[config.mk]
export PLATFORM = sky130hd
export DESIGN_NAME = ExtBusDriver
export DESIGN_NICKNAME = d
export VERILOG_FILES = /design/src/ExtBusDriver.sv
export SDC_FILE = /design/constraint.sdc
export NUM_CORES = 1
export LEC_CHECK = 0
export BUFFER_PORTS_ARGS = -buffer_cell sky130_fd_sc_hd__clkbuf_2
export CAP_MARGIN = 40
export CORE_MARGIN = 4
export CORE_UTILIZATION = 31
export DETAILED_ROUTE_END_ITERATION = 10
export PLACE_DENSITY = 0.69
export SYNTH_ARGS = -nofsm -noshare
export SYNTH_HDL_FRONTEND = slang
export SYNTH_SLANG_ARGS = --single-unit
[constraint.sdc]
create_clock -name clk -period 1.9 [get_ports clk]
set_clock_uncertainty 0.1 [all_clocks]
set_input_delay 0.38 -clock clk [delete_from_list [all_inputs] [get_ports clk]]
set_output_delay 0.38 -clock clk [all_outputs]
set_load 0.005 [all_outputs]
[src/ExtBusDriver.sv]
`timescale 1ns/1ns

module ExtBusDriver (
    input  logic        clk,
    input  logic        rst,
    input  logic        sendHeader,
    input  logic [31:0] header,
    input  logic        sendData,
    input  logic [31:0] dataWord,
    input  logic        busRelease,
    input  logic        oenLow,
    output logic        extEn,
    output logic        extOen,
    output logic [31:0] extBusOut
);

    always_ff @(posedge clk) begin
        if (rst) begin
            extEn     <= 1'b0;
            extOen    <= 1'b1;
            extBusOut <= '0;
        end else begin
            extOen <= !oenLow;
            if (sendHeader) begin
                extEn     <= 1'b1;
                extBusOut <= header;
            end else if (busRelease) begin
                extEn     <= 1'b0;
                extBusOut <= '0;
            end else if (sendData) begin
                extBusOut <= dataWord;
            end
        end
    end

endmodule

Word level (Yosys, flattened, before mapping)
Index checks and enable logic that the tools add are counted.

word-level totals
  register bits = 34
  bits of input ports = 70
  output and inout port bits = 34
  logic and storage cells = 11

cells by class
  muxes and demuxes = 5
  reduce and logical (&&, ||, !) cells = 3

operators with widths
  operator            count
  32-bit two-way mux  3
  3-bit nonzero test  1
  1-bit two-way mux   2
  2-bit nonzero test  1
  1-bit zero test     1

Longest topological paths before layout
  depth in word-level cells = 3
  gate-level depth with buffers = 6
  gate-level depth less buffers = 3

Worst setup path before layout
OpenSTA, ideal clock, no wires.

  kind = input -> register
  start point = in sendHeader
  end point = reg extBusOut[0]
  library setup time = 0.132 ns
  arrival time = 1.264 ns
  required time = 1.668 ns
  slack = 0.404 ns
  stages = 6
  path buffers = 3
  cell sequence = buf_2 or3_1 buf_2 buf_6 nor2_1 nor3_1

between the ends
  longest elaborated chain between the ends = 1
  elaborated cells on any way between the ends = 2
  classes of those cells = mux (1); reduce/logical (1)

ends and longest elaborated chain
  element                                                                           line  text
  start: declaration                                                                6     input logic sendHeader,
  3-bit nonzero test (no source line) / 32-bit two-way mux (equally long branches)  n/a
  end signal: assignment                                                            26    extBusOut <= header;
  end signal: assignment                                                            31    extBusOut <= dataWord;
  end: declaration                                                                  14    output logic [31:0] extBusOut

Parallel ways exist; a longest one is shown, timed or not.
A chain may end at the register's enable or synchronous reset.

Worst setup path after layout
  start point = in sendHeader
  end point = reg extBusOut[2]

Same word-level chain as after synthesis.

==> impl_metrics.json <==
{
  "run_status": "complete, no violations",
  "syn_area_per_cell_um2": 8.21,
  "drv_cap": 0,
  "numCtsBuffers": 5,
  "cpMostUsedCell": "buf_4",
  "finalCritPeriodShare_pct": 68.7,
  "grt_pass1_vias": 1548,
  "critPathMaxStageDelay_ns": 0.29,
  "grtUsageMet1_pct": 15.5,
  "ir_drop_uv": 327,
  "drv_slew": 0,
  "layout.nets": 355,
  "placedInstanceArea_um2": 2080,
  "placementRows": 25,
  "start_kind": "primary input",
  "powerDensity_nw_per_um2": 733,
  "cp-end-kind": "flip-flop",
  "rsz0062_at_grt": "no",
  "yosysTopAreaCell": "dfxtp_1",
  "path_delay_family": "buffers and inverters",
  "top_usage_layer": "met2",
  "cts_resized": 0,
  "final_area_um2": 2180,
  "yosys.area.top_type_share_pct": 44.6,
  "grtUsageMet3_pct": 4.24,
  "setup_violations": 0,
  "place_congestion": 0.759,
  "timing.hold.ws_ns": 0.166,
  "wire_per_inst_um": 12.5,
  "cts-htree-levels": 2,
  "place_hpwl_um": 3290,
  "critPathKind": "in2reg",
  "required_ns": 1.99,
  "n_antenna_cell": 0,
  "grt_use_met2_pct": 25.2,
  "detail_route.vias_per_cell": 4.55,
  "worst_ep_arrival_time_ns": 1.40,
  "finalWorstSetupSlack_ns": 0.595,
  "initial_utilization_pct": 32.1,
  "io_pins": 104,
  "fp.dieH_um": 78.2,
  "clkLatencyLatePin_ns": 0.27,
  "grt_max_degree": 35,
  "root_buffer": "clkbuf_8",
  "synthCells": 186,
  "grt_usage_pct": 14.2,
  "dp_slack_ns": 0.313,
  "synth_edf_count": 0,
  "finalWorstPathRequiredPeriod_ns": 1.31,
  "ys_types": 11,
  "dieArea_um2": 6110,
  "critical_path_buf_inv_count": 3,
  "via_count": 1605,
  "power.leakage_nw": 1.09,
  "gr-total-overflow": 0,
  "path_cells": "clkbuf_2, buf_4, nor2_2, buf_4, a22oi_1, nor3_1",
  "cts_max_path_buffers": 2,
  "critPathMaxFanout": 25,
  "hold_viol": 0,
  "dr.pass1.iters": 4,
  "synthTopCellsByCount": "34 x dfxtp_1, 34 x nor2_1, 33 x nand2b_1",
  "syn_to_final_growth_pct": 42.5,
  "synthTopCellsByArea": "dfxtp_1 45%, a22oi_1 16%, nand2b_1 14%",
  "crit_slowest_cell": "buf_4",
  "drtIter0Drc": 77,
  "max_freq_mhz": 766,
  "hold_buffers": 0,
  "core_um2": 4750,
  "hold_path.class": "in2reg",
  "nFillCells": 523,
  "drc_errors": 0,
  "wl_um": 4400,
  "antenna_left": 0,
  "cts_tree": "yes",
  "dieWidth_um": 78.2,
  "layout-drive-gt1-share_pct": 41.3,
  "post_cts_buffers": 0,
  "yosys_warnings": 0,
  "synthArstFlopShare_pct": 0,
  "port_buffers": 103,
  "synth_nets": 256,
  "antenna_found_initial": 0,
  "grt_pass1_wl_um": 6800,
  "seq_area_frac_synth_pct": 44.6,
  "syn_area_um2": 1530,
  "synthFlopType": "dfxtp_1",
  "max-slew-margin-rel_pct": 52.9,
  "setup_tns_ns": 0,
  "cts.sinks": 34,
  "worstMarginPinSlew_ns": 0.706,
  "cts.clk_slew.worst_paths_ns": 0.06,
  "synth_seq_cells": 34
}
[area by class of cell]
cell class | instances | area, µm² | area share (%)
clock inverter | 1 | 5.00 | 0.230
timing repair buffer | 110 | 568 | 26.1
clock buffer | 7 | 86.3 | 3.97
inverter | 1 | 3.75 | 0.173
tap | 67 | 83.8 | 3.85
multi-input combinational | 133 | 748 | 34.4
sequential | 34 | 681 | 31.3
[logic make-up (layout without fill, tap and decap cells)]
group           after synthesis  in the layout  share of synthesized area, %
compound gates               33             33                          16.1
buf+inv                      19            119                          6.56
flops                        34             34                          44.6
simple gates                100            100                          32.8
[sequential cells by signal (all words and copies together) (netlist names)]
name and cells:
extEn 1, extOen 1, extBusOut 32
[layout by cell type, fill, tap and decap left out]
cell | Yosys | final
nand2b_1 | 33 | 33
dfxtp_1 | 34 | 34
a22oi_1 | 32 | 32
buf_4 | 0 | 7
clkbuf_2 | 0 | 103
inv_1 | 1 | 1
nor2_2 | 0 | 1
clkinv_2 | 0 | 1
or3_1 | 1 | 1
nor3_1 | 32 | 32
clkbuf_8 | 0 | 6
a21oi_1 | 1 | 1
nor2_1 | 34 | 33
clkbuf_1 | 10 | 1
[where the power goes]
part	internal (mW)	switching, mW	total, mW
Clock	0.292	0.239	0.531
Combinational	0.150	0.131	0.281
Sequential	0.760	0.0228	0.782
Total	1.20	0.394	1.60
[per-stage QoR]
step / cells / power [mW] / util, %
finish: 353 / 1.60 / 45.8
global route: 353 / 1.70 / 45.8
CTS: 353 / 1.63 / 45.8
detailed placement: 345 / 1.08 / 43.8
global placement: 345 / 1.08 / 43.8
floorplan: 186 / 0.942 / -
[final timing paths]
check / from / to / slack [ns] / cells past startpoint
hold reg to reg: extBusOut[3]$_SDFFE_PP0P_ / extBusOut[3]$_SDFFE_PP0P_ / 0.39 / 2
setup reg to reg: extBusOut[31]$_SDFFE_PP0P_ / extBusOut[31]$_SDFFE_PP0P_ / 1.17 / 2
setup / recovery: sendHeader / extBusOut[2]$_SDFFE_PP0P_ / 0.59 / 6
hold / removal: oenLow / extOen$_SDFF_PP1_ / 0.17 / 2
[metal layers]
layer | vias up | wire [µm]
met5 | - | 0
met4 | 0 | 102
met3 | 7 | 273
met2 | 55 | 2180
met1 | 704 | 1850
li1 | 839 | -
Note: power is estimated with default switching activity, not from simulation.
