## src/memctrl_macros.svh

```systemverilog
`ifndef MEMCTRL_MACROS_SVH
`define MEMCTRL_MACROS_SVH

// Burst length in words per cache
`define MEMCTRL_BURST_ICACHE 10'd64
`define MEMCTRL_BURST_DCACHE 10'd128

// Cycles from the header to the fall of oen on a read
`define MEMCTRL_READ_WAIT 3'd4

// Word-address widths
`define MEMCTRL_SRAM_AW 10
`define MEMCTRL_EXT_AW 30

`endif
```

## src/MemCtrlPkg.sv

```systemverilog
`include "memctrl_macros.svh"

package MemCtrlPkg;

    // One refill or writeback request
    typedef struct packed {
        logic                        write;
        logic                        cacheId;
        logic [`MEMCTRL_SRAM_AW-1:0] sramAddr;
        logic [`MEMCTRL_EXT_AW-1:0]  extAddr;
    } memRequest_t;

    // Controller side of a cache SRAM, both strobes active high
    typedef struct packed {
        logic                        en;
        logic                        wr;
        logic [`MEMCTRL_SRAM_AW-1:0] addr;
        logic [31:0]                 data;
    } sramPort_t;

    typedef enum logic [1:0] {
        SeqIdle,
        SeqReadWait,
        SeqWriteBurst,
        SeqReadBurst
    } seqState_t;

endpackage

```

## src/RequestLatch.sv

```systemverilog
`timescale 1ns/1ns
`include "memctrl_macros.svh"

module RequestLatch (
    input  logic                        clk,
    input  logic                        rst,
    input  logic                        reqStrobe,
    input  logic                        reqWrite,
    input  logic                        reqCacheId,
    input  logic [`MEMCTRL_SRAM_AW-1:0] reqSramAddr,
    input  logic [`MEMCTRL_EXT_AW-1:0]  reqExtAddr,
    input  logic                        busy,
    output logic                        accept,
    output MemCtrlPkg::memRequest_t     req,
    output logic [`MEMCTRL_SRAM_AW-1:0] burstLen,
    output logic [31:0]                 header
);

    logic take;

    // Accept is still high the cycle before busy rises
    assign take = reqStrobe && !busy && !accept;

    always_ff @(posedge clk) begin
        if (rst) begin
            accept <= 1'b0;
        end else begin
            accept <= take;
        end
    end

    always_ff @(posedge clk) begin
        if (take) begin
            req.write    <= reqWrite;
            req.cacheId  <= reqCacheId;
            req.sramAddr <= reqSramAddr;
            req.extAddr  <= reqExtAddr;
        end
    end

    assign burstLen = req.cacheId ? `MEMCTRL_BURST_DCACHE : `MEMCTRL_BURST_ICACHE;

    // Write flag, cache id, word address
    assign header = {req.write, req.cacheId, req.extAddr};

endmodule

```

## config.mk

```make
export PLATFORM = sky130hd
export DESIGN_NAME = RequestLatch
export DESIGN_NICKNAME = d
export VERILOG_FILES = /design/src/MemCtrlPkg.sv /design/src/RequestLatch.sv
export VERILOG_INCLUDE_DIRS = /design/src /design/src/src
export SDC_FILE = /design/constraint.sdc
export NUM_CORES = 1
export LEC_CHECK = 0
export BUFFER_PORTS_ARGS = -buffer_cell sky130_fd_sc_hd__buf_2
export CAP_MARGIN = 5
export CORE_ASPECT_RATIO = 1.4
export CORE_MARGIN = 1.5
export CORE_UTILIZATION = 23
export DETAILED_ROUTE_END_ITERATION = 7
export PLACE_DENSITY = 0.49
export REMOVE_ABC_BUFFERS = 1
export SLEW_MARGIN = 15
export SYNTH_ARGS = -nofsm -noshare
export SYNTH_HDL_FRONTEND = slang
export SYNTH_SLANG_ARGS = --single-unit
```

## constraint.sdc

```tcl
create_clock -name clk -period 5.6 [get_ports clk]
set_clock_uncertainty 0.2 [all_clocks]
set_input_delay 1.12 -clock clk [delete_from_list [all_inputs] [get_ports clk]]
set_output_delay 1.12 -clock clk [all_outputs]
set_load 0.03 [all_outputs]
```

[Word-level counts from Yosys, hierarchy flattened]
Cells that the tools add are included.
Storage, ports and cells
  output and inout bits: 85
  register bits: 43
  logic and storage cells: 10
Cells by class
  reductions and logical operators: 4
  muxes and demuxes: 1
Operators with widths (count)
  two-way mux 8 bit: 1
  logical AND 1 bit: 2
  zero test 1 bit: 2

[Logic depth before layout (Yosys ltp)]
  depth after elaboration: 3
  depth in mapped cells: 1

[Worst setup path before layout]
OpenSTA, ideal clock, no wires.
  path type: input to register
  start: input busy
  end: register req, in the netlist header[0] (enable)
  library setup time: 0.503 ns
  path buffers: 0
  arrival time: 4.242 ns
  setup slack: 0.656 ns
  required time: 4.897 ns
  stages: 1
  cell sequence: nor3b_1
Between the ends
  cells in the longest elaborated chain, start to end: 3
RTL lines
  from (decl): RTL line RequestLatch.sv:12  | input logic busy,
  zero test 1 bit: RTL line RequestLatch.sv:22  | assign take = reqStrobe && !busy && !accept;
  logical AND 1 bit (2 in a row): RTL line RequestLatch.sv:22
  to (decl): RTL line RequestLatch.sv:14  | output MemCtrlPkg::memRequest_t req,
No other way between the ends.
A chain may end at the register's enable or synchronous reset.

[Worst setup path in the final report]
  start: register req, in the netlist header[30]
  end: output burstLen[6]
Between the ends
  cells in the longest elaborated chain, start to end: 1
RTL lines
  two-way mux 8 bit (no source line)
  to (decl): RTL line RequestLatch.sv:15  | output logic [`MEMCTRL_SRAM_AW-1:0] burstLen,
No other way between the ends.

==> summary.txt <==
Min-Delay Path Class: reg2reg
Worst path slowest cell: edfxtp_1
CP Max Fanout: 4
Total chip power: 653 uW
RSZ-0062 raised after global routing: no
GRT Total Usage: 7.39%
Post-layout min period: 2.27 ns
Layout cells sized above 1: 70.4%
I/O pin cnt: 131
Detailed Routing Iterations Pass 1: 3
Post_cts resized: 0
Mux contribution to synthesized area: 0%
Clk sinks: 43
Post-DR wirelength/cell: 11.0 um
Initial core utilization: 23.5%
NetSw: 171 uW
Clk pwr share: 27.7%
Sequential area share after synthesis: 79.1%
Port bufs: 122
Chip height: 102 um
Top achievable clock speed: 0.440 GHz
Most frequent cells in the layout: buf_2, edfxtp_1, conb_1
Max Cap Viol: 0
Post-Synth Adder-Cell Area: 0%
Cell variety after synth: 7
Sum Neg Setup Slack: 0 ns
Pint: 482 uW
Post-DP HPWL: 2440 um
Core area: 6890 um^2
Crit. End Element: primary output
Nets@finish: 231
Status: finished, final reports clean
Clk root buf: clkbuf_8
Synth warn: 0
Vias per cell: 3.40
Final setup viols: 0
Largest net degree at the start of global routing: 23
Post-CTS Setup Repair Bufs: 0
Post-Synth XOR/XNOR Area: 0%
Main combinational cell family by area after synthesis: buffers and inverters
CTS tree: built
Total CTS buffers: 5
Area fraction in compound gates after synthesis: 0%
Max H-tree Level: 2
CP required: 4.28 ns
Critical Path Start Type: flop
DRC viols: 0
Max VDD drop: 0.0000968 V
Max incr delay on CP: 0.42 ns
Gpl congestion: 0.681
Cells after Synth: 88
First-pass GRT wire length: 4000 um
Routed Antenna Nets: 0
CP top delay family: flip-flops
Final Hold Fails: 0
Die area: 7560 um^2
Switching share of power: 26.2%
Critical Path AT: 0.95 ns
Worst path bufs/invs: 2
Detailed-route via count: 956
Cell area power density: 301 nW/um^2
Pleak: 0.000970 uW
Flop pwr share: 57.4%
Vias in the first global route: 828
DRT Wirelength: 3100 um
Post-synthesis simple-gate area fraction: 1.39%
Max Root-Sink Buffers: 2
Initial antenna violation count: 0
Area Growth Syn to Fin: 33.8%
Later-pin clock latency in the skew report: 0.28 ns
Kind of critical path: reg2out
Row cnt: 36
Worst-path clk slew: 0.07 ns
CTS Hold Buffers Added: 0
DRT iter0 DRCs: 39
Total grt overflow: 0
# diodes: 0
Flop and latch count out of synthesis: 43
Most common cell after layout, fill and taps aside: buf_2
Crit-path cells: inv_1 -> buf_2
Mapped Avg Cell Area: 18.4 um^2
Crit share post-route: 40.6%
Combinational power share: 15.0%
Slew Limit Fails: 0
Die X: 73.9 um
Mapped Area: 1620 um^2
area by class of cell:
| cell class | instances | area, um^2 |
|---|---|---|
| clock buffers | 6 | 72.6 |
| clock inverters | 2 | 7.51 |
| fillers | 701 | 4720 |
| inverters | 1 | 3.75 |
| multi-input cells | 10 | 57.6 |
| flip-flops and latches | 43 | 1280 |
| well taps | 95 | 119 |
| repair buffers | 124 | 626 |
per-stage QoR:
stage / setup slack (ns) / util [%] / hold slack, ns / area [um^2] / std cells
after global placement: 3.28 / 30.3 / 0.273 / 2090 / 273
after global routing: 3.24 / 31.4 / 0.323 / 2170 / 281
after CTS: 3.31 / 31.4 / 0.295 / 2170 / 281
final: 3.33 / 31.4 / 0.295 / 2170 / 281
after detailed placement: 3.29 / 30.3 / 0.277 / 2090 / 273
after floorplan: 0.656 / - / 0.437 / 1340 / 54
synthesized netlist by cell type:
| cell type | n | share of area (%) |
|---|---|---|
| edfxtp_1 | 42 | 78 |
| buf_4 | 41 | 19 |
| conb_1 | 1 | 0.23 |
| dfxtp_1 | 1 | 1.2 |
| inv_1 | 1 | 0.23 |
| nor3b_1 | 1 | 0.46 |
| nor4b_2 | 1 | 0.93 |
sequential cells by signal (all words and copies together) (netlist names):
register	count
req	10
header	32
accept	1
cells by family after synthesis:
kind of cell | Yosys count
buf+inv | 42
flops | 43
other cells | 1
simple gates | 2
worst paths after layout:
kind                            startpoint     endpoint  slack (ns)  depth (start not counted)
worst min-delay path                accept       accept        0.30                          1
worst min register to register      accept       accept        0.30                          1
worst max register to register      accept   header[15]        4.23                          2
worst max-delay path            header[30]  burstLen[6]        3.33                          2
metal layers:
| layer | up-vias | routed length [um] | global-route usage, % |
|---|---|---|---|
| met5 | - | 0 | 0 |
| li1 | 451 | - | - |
| met4 | 0 | 54 | 3.42 |
| met2 | 64 | 1710 | 12.6 |
| met3 | 5 | 272 | 3.16 |
| met1 | 436 | 1070 | 7.70 |
power by group through the flow:
stage | Sequential (uW) | Combinational, uW | Clock, uW
after floorplan | 430 | 12.8 | 0
after global placement | 382 | 98.0 | 0
after detailed placement | 382 | 98.9 | 0
after CTS | 375 | 98.7 | 193
after global routing | 376 | 104 | 208
final | 374 | 97.7 | 181
No activity file was read; power rests on OpenSTA's default activity.
