`src/memctrl_macros.svh`:
```
`ifndef MEMCTRL_MACROS_SVH
`define MEMCTRL_MACROS_SVH

// Burst length in words per cache
`define MEMCTRL_BURST_ICACHE 10'd64
`define MEMCTRL_BURST_DCACHE 10'd128

// Cycles from the header to the fall of oen on a read
`define MEMCTRL_READ_WAIT 3'd4

// Word-address widths
`define MEMCTRL_SRAM_AW 10
`define MEMCTRL_EXT_AW 30

`endif
```
`src/MemCtrlPkg.sv`:
```
`include "memctrl_macros.svh"

package MemCtrlPkg;

    // One refill or writeback request
    typedef struct packed {
        logic                        write;
        logic                        cacheId;
        logic [`MEMCTRL_SRAM_AW-1:0] sramAddr;
        logic [`MEMCTRL_EXT_AW-1:0]  extAddr;
    } memRequest_t;

    // Controller side of a cache SRAM, both strobes active high
    typedef struct packed {
        logic                        en;
        logic                        wr;
        logic [`MEMCTRL_SRAM_AW-1:0] addr;
        logic [31:0]                 data;
    } sramPort_t;

    typedef enum logic [1:0] {
        SeqIdle,
        SeqReadWait,
        SeqWriteBurst,
        SeqReadBurst
    } seqState_t;

endpackage

```
`src/BurstSequencer.sv`:
```
`timescale 1ns/1ns
`include "memctrl_macros.svh"

module BurstSequencer (
    input  logic                        clk,
    input  logic                        rst,
    input  logic                        accept,
    input  MemCtrlPkg::memRequest_t     req,
    input  logic [`MEMCTRL_SRAM_AW-1:0] burstLen,
    input  logic [31:0]                 rdData0,
    input  logic [31:0]                 rdData1,
    input  logic [31:0]                 extBusIn,
    output logic                        busy,
    output logic [`MEMCTRL_SRAM_AW-1:0] progress,
    output MemCtrlPkg::sramPort_t       sramPort0,
    output MemCtrlPkg::sramPort_t       sramPort1,
    output logic                        sendHeader,
    output logic                        sendData,
    output logic [31:0]                 dataWord,
    output logic                        busRelease,
    output logic                        oenLow
);

    import MemCtrlPkg::*;

    seqState_t state;

    logic [2:0]                  waitCnt;
    logic [`MEMCTRL_SRAM_AW-1:0] wordCnt;
    logic [`MEMCTRL_SRAM_AW-1:0] sramAddr;

    logic                        portEn;
    logic                        portWr;
    logic [`MEMCTRL_SRAM_AW-1:0] portAddr;
    logic [31:0]                 portData;
    sramPort_t                   port;

    logic rdValid;
    logic issue;
    logic readDone;
    logic writeDone;

    // Extra cycle after the last capture so progress peaks at the burst length
    assign readDone = (state == SeqReadBurst) && (wordCnt == burstLen);

    // Two words still in flight after the last SRAM read
    assign writeDone = (state == SeqWriteBurst) &&
                       (wordCnt == burstLen + `MEMCTRL_SRAM_AW'(2));

    assign issue = ((state == SeqReadBurst) && !readDone) ||
                   ((state == SeqWriteBurst) && (wordCnt < burstLen));

    assign busy       = (state != SeqIdle);
    assign sendHeader = accept && (state == SeqIdle);
    assign busRelease = readDone || writeDone;
    assign sendData   = rdValid;

    // oen goes low two cycles before the first data word
    assign oenLow = ((state == SeqReadWait) && (waitCnt < 3'd2)) ||
                    ((state == SeqReadBurst) && !readDone);

    always_ff @(posedge clk) begin
        if (rst) begin
            state    <= SeqIdle;
            waitCnt  <= '0;
            wordCnt  <= '0;
            progress <= '0;
            portEn   <= 1'b0;
            portWr   <= 1'b0;
            rdValid  <= 1'b0;
        end else begin
            portEn  <= issue;
            portWr  <= (state == SeqReadBurst);
            // SRAM read data arrives one cycle after the strobe
            rdValid <= portEn && !portWr;
            case (state)
                SeqIdle: begin
                    if (accept) begin
                        state   <= req.write ? SeqWriteBurst : SeqReadWait;
                        waitCnt <= `MEMCTRL_READ_WAIT;
                        wordCnt <= '0;
                    end
                end
                SeqReadWait: begin
                    waitCnt <= waitCnt - 3'd1;
                    if (waitCnt == 3'd0) begin
                        state <= SeqReadBurst;
                    end
                end
                SeqReadBurst: begin
                    if (readDone) begin
                        state    <= SeqIdle;
                        progress <= '0;
                    end else begin
                        wordCnt  <= wordCnt + 1'b1;
                        progress <= progress + 1'b1;
                    end
                end
                SeqWriteBurst: begin
                    if (writeDone) begin
                        state <= SeqIdle;
                    end else begin
                        wordCnt <= wordCnt + 1'b1;
                    end
                end
                default: state <= SeqIdle;
            endcase
        end
    end

    always_ff @(posedge clk) begin
        if (sendHeader) begin
            sramAddr <= req.sramAddr;
        end else if (issue) begin
            sramAddr <= sramAddr + 1'b1;
        end
        portAddr <= sramAddr;
        portData <= extBusIn;
    end

    assign port = {portEn, portWr, portAddr, portData};

    // Only the selected cache sees the strobe
    assign sramPort0 = req.cacheId ? '0 : port;
    assign sramPort1 = req.cacheId ? port : '0;

    assign dataWord = req.cacheId ? rdData1 : rdData0;

endmodule

```
`config.mk`:
```
export PLATFORM = sky130hd
export DESIGN_NAME = BurstSequencer
export DESIGN_NICKNAME = d
export VERILOG_FILES = /design/src/MemCtrlPkg.sv /design/src/BurstSequencer.sv
export VERILOG_INCLUDE_DIRS = /design/src /design/src/src
export SDC_FILE = /design/constraint.sdc
export NUM_CORES = 1
export LEC_CHECK = 0
export ABC_AREA = 1
export BUFFER_PORTS_ARGS = -buffer_cell sky130_fd_sc_hd__buf_2
export CAP_MARGIN = 15
export CORE_MARGIN = 2
export CORE_UTILIZATION = 40
export DETAILED_ROUTE_END_ITERATION = 8
export PLACE_DENSITY_LB_ADDON = 0.25
export SETUP_SLACK_MARGIN = 0.02
export SLEW_MARGIN = 30
export SYNTH_ARGS = -nofsm -noshare
export SYNTH_HDL_FRONTEND = slang
export SYNTH_SLANG_ARGS = --single-unit
```
`constraint.sdc`:
```
create_clock -name clk -period 3.5 [get_ports clk]
set_clock_uncertainty 0.2 [all_clocks]
set_input_delay 0.525 -clock clk [delete_from_list [all_inputs] [get_ports clk]]
set_output_delay 0.525 -clock clk [all_outputs]
set_load 0.02 [all_outputs]
```
# After elaboration in Yosys (flattened, before gate mapping)
# Cells that the tools add are included.
[totals]
word_cells = 67
out_inout_bits = 135
ff_bits = 80
in_bits = 151
[op_classes]
add_sub_neg = 5
n_reduce_logical = 21
n_lt_le_gt_ge = 2
eq_ne = 11
mux = 18
[op_table]
columns = ["op", "count"]
rows = [
  ["44-bit two-way mux", 2],
  ["10-bit two-way mux", 6],
  ["32-bit two-way mux", 1],
  ["10-bit by 1-bit adder with 10-bit output (second input constant)", 3],
  ["10-bit case mux with 3 select lines", 1],
  ["10-bit == test", 2],
  ["10-bit by 2-bit adder with 10-bit output (second input constant)", 1],
  ["10-bit < comparator", 1],
  ["2-bit two-way mux", 5],
  ["2-bit inequality test (second input constant)", 5],
  ["2-bit case mux with 4 select lines", 1],
  ["4-bit AND reduction", 2],
  ["1-bit logical AND", 7],
  ["3-bit case mux with 2 select lines", 1],
  ["2-bit nonzero test", 3],
  ["2-bit == test (second input constant)", 2],
  ["3-bit logical NOT", 1],
  ["1-bit logical OR", 3],
  ["3-bit by 2-bit < comparator with 1-bit output (second input constant)", 1],
  ["3-bit two-way mux", 1],
  ["3-bit nonzero test", 1],
  ["3-bit by 1-bit subtractor with 3-bit output (second input constant)", 1],
  ["2-bit by 1-bit == test with 1-bit output (second input constant)", 1],
  ["1-bit logical NOT", 2],
  ["3 further kinds", 3],
]

# Logic depth before layout (Yosys ltp)
# Gate-level depths: netlist of run 1.
[logic_depth]
depth_word = 7
mapped_depth = 13
ltp_nobuf = 13

# Worst setup path before layout of run 1
# No wires, ideal clock.
[synth_path]
kind = "input to output"
startpoint = "in burstLen[1]"
endpoint = "out busRelease"
setup_slack_ps = 984
arrival_time_ps = 1791
required_ps = 2775
stages = 11
path_cell_list = "inv_1 ha_1 inv_1 nand2_1 nand3b_1 nor2_1 nand2_1 nor2_4 nand4_4 buf_6 nand2_1"
[synth_between]
elab_chain_len = 4
elab_cells_between_ends = 6
classes_between = "add/sub (1); eq/ne (2); reduce/logical (3)"
[synth_rtl]
columns = ["item", "line", "text"]
rows = [
  ["start, declared", "BurstSequencer.sv:9", "input logic [`MEMCTRL_SRAM_AW-1:0] burstLen,"],
  ["10-bit by 2-bit adder with 10-bit output", "BurstSequencer.sv:48", "(wordCnt == burstLen + `MEMCTRL_SRAM_AW'(2));"],
  ["10-bit == test", "BurstSequencer.sv:48", ""],
  ["1-bit logical AND", "BurstSequencer.sv:47", "assign writeDone = (state == SeqWriteBurst) &&"],
  ["1-bit logical OR (*)", "BurstSequencer.sv:55", "assign busRelease = readDone || writeDone;"],
  ["end, declared", "BurstSequencer.sv:20", "output logic busRelease,"],
]
# Every way passes the cells marked *; elsewhere a longest branch is shown, timed or not.

# Final worst setup path of run 1
[layout_path]
startpoint = "reg wordCnt[0]"
endpoint = "out busRelease"
[layout_between]
elab_chain_len = 3
elab_cells_between_ends = 5
classes_between = "eq/ne (2); reduce/logical (3)"
[layout_rtl]
columns = ["item", "line", "text"]
rows = [
  ["start, declared", "BurstSequencer.sv:29", "logic [`MEMCTRL_SRAM_AW-1:0] wordCnt;"],
  ["start signal, assigned", "BurstSequencer.sv:95", "wordCnt <= wordCnt + 1'b1;"],
  ["start signal, assigned", "BurstSequencer.sv:103", "wordCnt <= wordCnt + 1'b1;"],
  ["10-bit == test (on tied branches)", "BurstSequencer.sv:44, BurstSequencer.sv:48", ""],
  ["1-bit logical AND (on tied branches)", "BurstSequencer.sv:44, BurstSequencer.sv:47", ""],
  ["1-bit logical OR (*)", "BurstSequencer.sv:55", ""],
]
# Marked as above.

==> results.toml, run 1 <==
[status]
status = "finished clean"

[drt]
dr.pass1.iters = 5
route.detailed.drc = 0
wirelength_um = 14600
vias = 4807
first_iter_violations = 311
wire_per_inst_um = 14.1
vias_per_cell = 4.63
detail-route-antenna-nets = 0

[worst_hold_path]
min-delay-start = "extBusIn[1]"
hold_path_class = "in -> reg"

[synthesis]
ys.flop_type = "dfxtp_1"
syn_inst = 642
netlist.area_leader.share_pct = 30.8
synth_most_common_cell = "inv_1"
yosysTopAreaCell = "dfxtp_1"
synthArstFlopShare_pct = 0
synthTopCellsByArea = "dfxtp_1, inv_1, nand2_1, mux2_2, edfxtp_1"
synth-seq-cells = 80
syn_avg_cell_area_um2 = 7.08
yosysWarnings = 0
synth_common_cells = "inv_1, nand2_1, nor2_1"
synth_cell_types = 40
seq_area_frac_synth_pct = 37.4
synth-edff-count = 10
mappedNetlistNets = 809
synth_area_um2 = 4540

[place]
portBuffers = 255
gp_congestion = 0.853
place.detailed.hpwl_um = 12000
place_ws_ns = 0.615

[floorplanning]
initial_core_util_pct = 41.4
die_x_um = 111
core-area_um2 = 11000
row_count = 38
pin_count = 286
dieArea_um2 = 12200
die_h_um = 111

[global_routing]
grt_antenna_before_repair = 2
gr-total-overflow = 0
grt_use_total_pct = 23.7
grt_max_degree = 67
grt_first_pass_wirelength_um = 22900
grt_pass1_vias = 4468

[power]
p_int_mw = 1.85
p_clk_share_pct = 30.1
power_frac_comb_pct = 29.1
total_power_mw = 2.84
p_leak_nw = 3.68
vdd_drop_max_uv = 336
switching_power_mw = 0.988
power_frac_seq_pct = 40.8
p_per_area_nw_per_um2 = 456
switching_share_pct = 34.8

[clock_network]
cts-resized-gates = 0
cts_tree = "yes"
clk-insertion-delay-late_ns = 0.34
cts_max_level = 3
cts_sinks = 80
clkTransAtPathRegs_ns = 0.06
ctsHoldBuffers = 0
post_cts_buffers = 0
cts_buffers = 9
clockBufferDepth = 2
root_buffer = "clkbuf_16"

[worst_setup_path]
slowest_delay_ns = 0.42
path_cells = "inv_1 -> ha_1 -> nand2_1 -> nand3b_1 -> nor2_1 -> nand2_1 -> nor2_4 -> nand4_4 -> nand2_1 -> buf_2"
crit_family = "simple AND/OR/NAND/NOR gates"
startpoint_type = "register"
crit_arrival_ns = 2.18
r2r-start = "wordCnt[9]$_SDFFE_PP0P_"
path_buf_inv = 2
critPathMaxFanout = 13
crit_path_start = "wordCnt[0]$_SDFFE_PP0P_"
path_class = "reg -> out"
crit_path_frequent_cell = "nand2_1"
required_ns = 2.77
end_kind = "output port"
crit_slowest_cell = "dfxtp_1"

[sta]
timing.setup.tns_ns = 0
period_needed_ns = 2.90
slew_violations = 0
finalSetupViolCount = 0
rsz0062_at_grt = "false"
hold_viol_final = 0
max_freq_mhz = 345
finalCritPeriodShare_pct = 82.9
worst_slack_ns = 0.599
tightest_slew_ns = 0.699
slew_headroom_pct = 53.4

[cells_and_area]
fin_nets = 1058
drive_above_1_share_pct = 36.6
area_delta_synth_final_pct = 36.8

[job]
drv_cap = 0
per-layer routing:
| layer | global-route usage, % | vias up | share of wire [%] |
|---|---|---|---|
| met1 | 28.6 | 2140 | 43 |
| met5 | 0 | - | 0 |
| met3 | 5.76 | 20 | 5.4 |
| met2 | 41.1 | 176 | 50 |
| li1 | - | 2471 | - |
| met4 | 8.50 | 0 | 2.2 |
cells by family (layout without fill, tap and decap cells):
family | count (synthesis) | after routing | synth area share, %
mux | 32 | 32 | 7.93
flops | 80 | 80 | 37.4
fa+ha+maj | 16 | 16 | 4.41
other cells | 0 | 3 | 0
xor+xnor | 9 | 9 | 1.73
compound gates | 45 | 45 | 6.06
buf+inv | 168 | 422 | 14.2
simple gates | 292 | 292 | 28.2
power by group through the flow:
stage / sequential [mW] / clock, mW / combinational [mW]
finish: 1.16 / 0.853 / 0.826
global route: 1.17 / 0.913 / 0.921
CTS: 1.16 / 0.877 / 0.829
detailed placement: 1.17 / 0 / 0.823
global placement: 1.17 / 0 / 0.816
floorplan: 1.14 / 0 / 0.560
final timing paths:
path              slack, ns                     to  cells after the start
hold reg to reg        0.18    portAddr[4]$_DFF_P_                      0
hold / removal         0.09    portData[1]$_DFF_P_                      1
setup reg to reg       0.96  sramAddr[3]$_DFFE_PP_                     10
setup / recovery       0.60             busRelease                     10
cells in the final DEF (no fill, tap or decap), drive strengths merged, types with 2 or more instances in the layout:
master / instances
a211oi: 2
a21oi: 14
a31oi: 2
and3: 2
buf: 257
clkbuf: 9
clkinv: 5
clkinvlp: 2
dfxtp: 70
diode: 3
edfxtp: 10
ha: 16
inv: 149
mux2: 32
nand2: 140
nand3: 30
nand3b: 2
nand4: 13
nor2: 91
nor3: 9
nor3b: 2
nor4: 2
o21a: 2
o21ai: 19
o31ai: 3
xnor2: 7
xor2: 2
per-stage QoR:
| stage | area, µm² | std cells | hold slack, ns | utilization, % |
|---|---|---|---|---|
| after detailed placement | 5940 | 1020 | 0.166 | 54.1 |
| final | 6220 | 1039 | 0.0888 | 56.6 |
| after CTS | 6210 | 1036 | 0.0737 | 56.6 |
| after global routing | 6220 | 1038 | 0.0751 | 56.6 |
| after floorplan | 4540 | 642 | 0.148 | - |
| after global placement | 5940 | 1020 | 0.153 | 54.1 |
worst register-to-register path, stage by stage (launching register included):
cell	delay (ns)
dfxtp_1	0.34
ha_1	0.30
nand2_1	0.07
inv_1	0.13
nand3_1	0.12
nor3_1	0.29
o21ai_0	0.16
o2111ai_1	0.16
nand2_1	0.08
inv_1	0.07
nand2_1	0.27
layout make-up:
class / instances / area [µm²]
multi-input cells: 394 / 2200
fillers: 1075 / 4760
well taps: 140 / 175
repair buffers: 257 / 1310
inverters: 149 / 559
diodes: 3 / 7.51
clock buffers: 9 / 225
clock inverters: 7 / 46.3
flip-flops and latches: 80 / 1700
registers in the layout (all words and copies together) (netlist names):
register and count:
portData 32, portAddr 10, progress 10, sramAddr 10, wordCnt 10, waitCnt 3, state 2, portEn 1
portWr 1, sendData 1
Note: power is estimated with default switching activity, not from simulation.
==> inputs of run 2 (changes only) <==
- CORE_UTILIZATION: 40 -> 39
- clock period: 3.5 -> 2.35 ns (I/O delays scaled with it)
==> results.toml, run 2 (synthesized netlist as in run 1, its figures left out) <==
[sta]
finalCritPeriodShare_pct = 99.3
period_needed_ns = 2.33
slew_headroom_pct = 67.9
rsz0062_at_grt = "true"
worst_slack_ns = 0.0170
finalSetupViolCount = 0
tightest_slew_ns = 0.478
slew_violations = 0
hold_viol_final = 0
max_freq_mhz = 429

[place]
place_ws_ns = -0.0502
portBuffers = 255
gp_congestion = 0.900
place.detailed.hpwl_um = 12100

[clock_network]
root_buffer = "clkbuf_16"
cts_max_level = 3
clockBufferDepth = 2
clkTransAtPathRegs_ns = 0.06
cts_sinks = 80
cts_buffers = 9
clk-insertion-delay-late_ns = 0.33
cts_tree = "yes"

[power]
switching_power_mw = 1.54
p_int_mw = 3.19
p_leak_nw = 4.05
power_frac_seq_pct = 36.4
power_frac_comb_pct = 30.7
switching_share_pct = 32.6
vdd_drop_max_uv = 459
p_per_area_nw_per_um2 = 668
p_clk_share_pct = 32.9

[worst_setup_path]
startpoint_type = "register"
critPathMaxFanout = 2
reg2reg_depth = 14
r2r-start = "wordCnt[0]$_SDFFE_PP0P_"
end_kind = "output port"
required_ns = 1.80
r2r-end = "wordCnt[9]$_SDFFE_PP0P_"
path_class = "reg -> out"
rrSetupSlack_ns = 0.18
crit_arrival_ns = 1.78

[floorplanning]
die_h_um = 112
pin_count = 286
die_x_um = 112
row_count = 39
core-area_um2 = 11400
dieArea_um2 = 12500
initial_core_util_pct = 39.8

[drt]
vias_per_cell = 4.60
wirelength_um = 15600
wire_per_inst_um = 14.1
dr.pass1.iters = 5
route.detailed.drc = 0
vias = 5102
first_iter_violations = 350
detail-route-antenna-nets = 0

[global_routing]
grt_pass1_vias = 4582
grt_use_total_pct = 23.6
grt_max_degree = 38
gr-total-overflow = 0
grt_first_pass_wirelength_um = 23400
grt_antenna_before_repair = 2

[cells_and_area]
fill_cells = 1070
layout_common_cells = "buf_2, inv_1, nand2_1, nor2_1, dfxtp_1"
final_common_cell = "buf_2"
fin_nets = 1127
drive_above_1_share_pct = 40.4
largest_register_ffs = 32
area_delta_synth_final_pct = 55.9
regMostFlops = "portData"
final_util_pct = 62.1

[worst_hold_path]
hold_path_class = "in -> reg"
holdPathEnd = "sramAddr[6]$_DFFE_PP_"
hold-path-cell-count = 3
min-delay-start = "req[36]"

[status]
status = "finished clean"

[job]
drv_cap = 0
## run 2: cell types whose count changed in the layout (fill, tap and decap cells not counted), sizes merged
cell	change
clkbuf	+1
bufinv	+2
clkinvlp	-2
dlygate4sd3	+32
clkinv	-3
inv	+1
diode	-2
buf	+37
## run 2: repair_timing
item                                    in CTS  in global routing
gates resized for setup                     15                 20
endpoints found under the setup margin       2                 21
pin swaps                                    9                  7
hold buffers                                32                  0
setup buffers                                5                  1
endpoints found under the hold margin       32                  0
## run 2: final cells by class
| type | instances | area [µm²] | share of cell area (%) |
|---|---|---|---|
| Multi-Input combinational cell | 394 | 2350 | 33.2 |
| Timing Repair Buffer | 326 | 1940 | 27.4 |
| Sequential cell | 80 | 1710 | 24.1 |
| Inverter | 149 | 562 | 7.93 |
| Clock buffer | 10 | 250 | 3.53 |
| Tap cell | 143 | 179 | 2.52 |
| Clock inverter | 5 | 86.3 | 1.22 |
| Antenna cell | 1 | 2.50 | 0.0353 |
## run 2: worst max-delay path by stage
stage	slack, ns	start	endpoint
after detailed placement	-0.05	burstLen[9]	sramAddr[6]$_DFFE_PP_
after floorplan	0.18	burstLen[1]	busRelease
after global placement	0.001	burstLen[9]	sramAddr[6]$_DFFE_PP_
after global routing	-0.09	wordCnt[0]$_SDFFE_PP0P_	busRelease
after CTS	-0.02	wordCnt[0]$_SDFFE_PP0P_	busRelease
final	0.02	wordCnt[0]$_SDFFE_PP0P_	busRelease
## run 2: worst max-delay path: stages, from the launching register on
cell	delay, ns
dfxtp_2	0.35
inv_2	0.05
ha_4	0.26
nand2_2	0.03
nand3b_1	0.16
nor2_1	0.09
nand2_1	0.09
nor2_4	0.12
nand4_4	0.09
nand2_2	0.09
buf_6	0.11
## run 2: stage by stage
stage | area, µm² | hold WS [ns] | power, mW | TNS, ns | std cells
final | 7090 | 0.106 | 4.73 | 0 | 1108
after floorplan | 4540 | 0.148 | 2.53 | 0 | 642
after CTS | 6950 | 0.0953 | 4.69 | -0.0200 | 1106
after detailed placement | 6200 | 0.187 | 3.06 | -0.500 | 1054
after global routing | 7080 | 0.108 | 4.99 | -0.118 | 1107
after global placement | 6200 | 0.153 | 3.04 | 0 | 1054
## run 2: layer usage
| metal | wire length, µm | vias up | share of wire (%) | global-route usage (%) |
|---|---|---|---|---|
| met5 | 14 | - | 0.090 | 0 |
| met4 | 457 | 2 | 2.9 | 8.70 |
| met3 | 1090 | 42 | 7.0 | 6.15 |
| met2 | 7780 | 191 | 50 | 40.8 |
| met1 | 6290 | 2263 | 40 | 28.3 |
| li1 | - | 2604 | - | - |
## run 2: power by group through the flow
stage	Sequential (mW)	Combinational [mW]	Clock [mW]
after floorplan	1.70	0.834	0
after detailed placement	1.74	1.32	0
after global placement	1.73	1.31	0
final	1.72	1.45	1.56
after global routing	1.74	1.60	1.65
after CTS	1.71	1.40	1.58
==> inputs of run 3 (changes only) <==
- CELL_PAD_IN_SITES_DETAIL_PLACEMENT: unset -> 0
- CELL_PAD_IN_SITES_GLOBAL_PLACEMENT: unset -> 1
- CORE_UTILIZATION: 39 -> 26
- CTS_CLUSTER_DIAMETER: unset -> 40
- MAX_ROUTING_LAYER: unset -> met4
==> results.toml, run 3 (synthesized netlist as in run 1, its figures left out) <==
[clock_network]
cts_sinks = 80
clk-insertion-delay-late_ns = 0.34
cts_max_level = 3
clockBufferDepth = 2
cts_buffers = 9
root_buffer = "clkbuf_16"
cts_tree = "yes"
clkTransAtPathRegs_ns = 0.06

[floorplanning]
die_x_um = 136
row_count = 48
pin_count = 286
dieArea_um2 = 18600
initial_core_util_pct = 26.5
die_h_um = 136
core-area_um2 = 17200

[cells_and_area]
fill_cells = 1844
largest_register_ffs = 32
final_cell_area_um2 = 7150
final_util_pct = 41.6
num_antenna_cells = 0
layout_common_cells = "buf_2, inv_1, nand2_1, nor2_1, dfxtp_1"
area_delta_synth_final_pct = 57.4
fin_nets = 1135
regMostFlops = "portData"
final_common_cell = "buf_2"
drive_above_1_share_pct = 40.6

[worst_hold_path]
min-delay-start = "req[39]"
holdPathEnd = "sramAddr[9]$_DFFE_PP_"
hold_path_class = "in -> reg"
hold-path-cell-count = 3

[sta]
timing.setup.tns_ns = 0
slew_headroom_pct = 65.4
tightest_slew_ns = 0.519
hold_ws_ns = 0.0999
rsz0062_at_grt = "true"
slew_violations = 0
worst_slack_ns = 0.00660
finalSetupViolCount = 0
max_freq_mhz = 427
hold_viol_final = 0
finalCritPeriodShare_pct = 99.7
period_needed_ns = 2.34

[global_routing]
grt_antenna_before_repair = 0
grt_max_degree = 42
grt_first_pass_wirelength_um = 23400
grt_use_total_pct = 17.0
grt_pass1_vias = 4637
gr-total-overflow = 0

[place]
portBuffers = 255
placed_area_um2 = 6370
place.detailed.hpwl_um = 12700
place_ws_ns = -0.0842
gp_congestion = 0.775

[power]
power_frac_seq_pct = 37.1
switching_share_pct = 33.8
p_leak_nw = 4.08
p_int_mw = 3.04
vdd_drop_max_uv = 321
p_clk_share_pct = 31.2
p_per_area_nw_per_um2 = 642
power_frac_comb_pct = 31.8
switching_power_mw = 1.55

[worst_setup_path]
end_kind = "output port"
r2r-start = "wordCnt[8]$_SDFFE_PP0P_"
rrSetupSlack_ns = 0.14
r2r-end = "sramAddr[2]$_DFFE_PP_"
critPathMaxFanout = 2
required_ns = 1.80
path_class = "reg -> out"
startpoint_type = "register"
reg2reg_depth = 13
crit_arrival_ns = 1.79

[drt]
route.detailed.drc = 0
wirelength_um = 15800
detail-route-antenna-nets = 0
wire_per_inst_um = 13.2
dr.pass1.iters = 4
first_iter_violations = 181
vias_per_cell = 4.15
vias = 4968

[job]
drv_cap = 0

[status]
status = "finished clean"
## run 3: changes by cell type in the layout (fill, tap and decap cells not counted), sizes merged
| cell | delta |
|---|---|
| clkbuf | +1 |
| diode | -1 |
| buf | +8 |
| clkinv | -1 |
| bufinv | -1 |
| inv | +1 |
## run 3: area by class of cell
cell class                 instances  area (µm²)  share of cell area, %
clock buffer                      11         243                   3.39
tap                              225         282                   3.94
clock inverter                     4        51.3                  0.717
timing repair buffer             334        1990                   27.9
inverter                         149         559                   7.82
multi-input combinational        394        2320                   32.4
sequential                        80        1710                   23.9
## run 3: power by group through the flow
stage          combinational, mW  sequential [mW]  clock (mW)
6_report                    1.46             1.70        1.43
5_1_grt                     1.63             1.73        1.53
4_1_cts                     1.46             1.71        1.49
3_5_place_dp                1.37             1.73           0
3_3_place_gp                1.37             1.73           0
2_1_floorplan              0.834             1.70           0
## run 3: layer usage
metal	part of all wire, %	wire, µm	track usage (%)
met1	41	6500	19.6
met2	49	7750	28.5
met3	5.9	935	2.98
met4	3.7	578	8.04
met5	0	0	-
## run 3: worst max-delay path by stage
stage	startpoint	endpoint	depth (start not counted)
global route	wordCnt[0]$_SDFFE_PP0P_	busRelease	10
floorplan	burstLen[1]	busRelease	11
CTS	wordCnt[8]$_SDFFE_PP0P_	oenLow	10
detailed placement	burstLen[9]	sramAddr[4]$_DFFE_PP_	13
global placement	burstLen[9]	sramAddr[9]$_DFFE_PP_	14
finish	wordCnt[0]$_SDFFE_PP0P_	busRelease	10
## run 3: timing repair
| action | 4_1_cts | 5_1_grt |
|---|---|---|
| resized for setup | 25 | 8 |
| endpoints found under the setup margin | 2 | 12 |
| endpoints found under the hold margin | 32 | 0 |
| pin swaps | 8 | 6 |
| hold buffers | 32 | 0 |
| setup buffers | 3 | 0 |
## run 3: per-stage QoR
step	total power, mW	std cells
floorplan	2.53	642
global placement	3.10	1147
detailed placement	3.10	1147
CTS	4.66	1197
global route	4.89	1197
finish	4.60	1197
## run 3: critical path, cell delays in order, from the launching register on
cell and delay, ns:
dfxtp_2 0.33, inv_2 0.05, ha_4 0.26, nand2_2 0.03, nand3b_1 0.14, nor2_1 0.10, nand2_1 0.10, nor2_4 0.13
nand4_4 0.11, nand2_2 0.09, buf_6 0.11
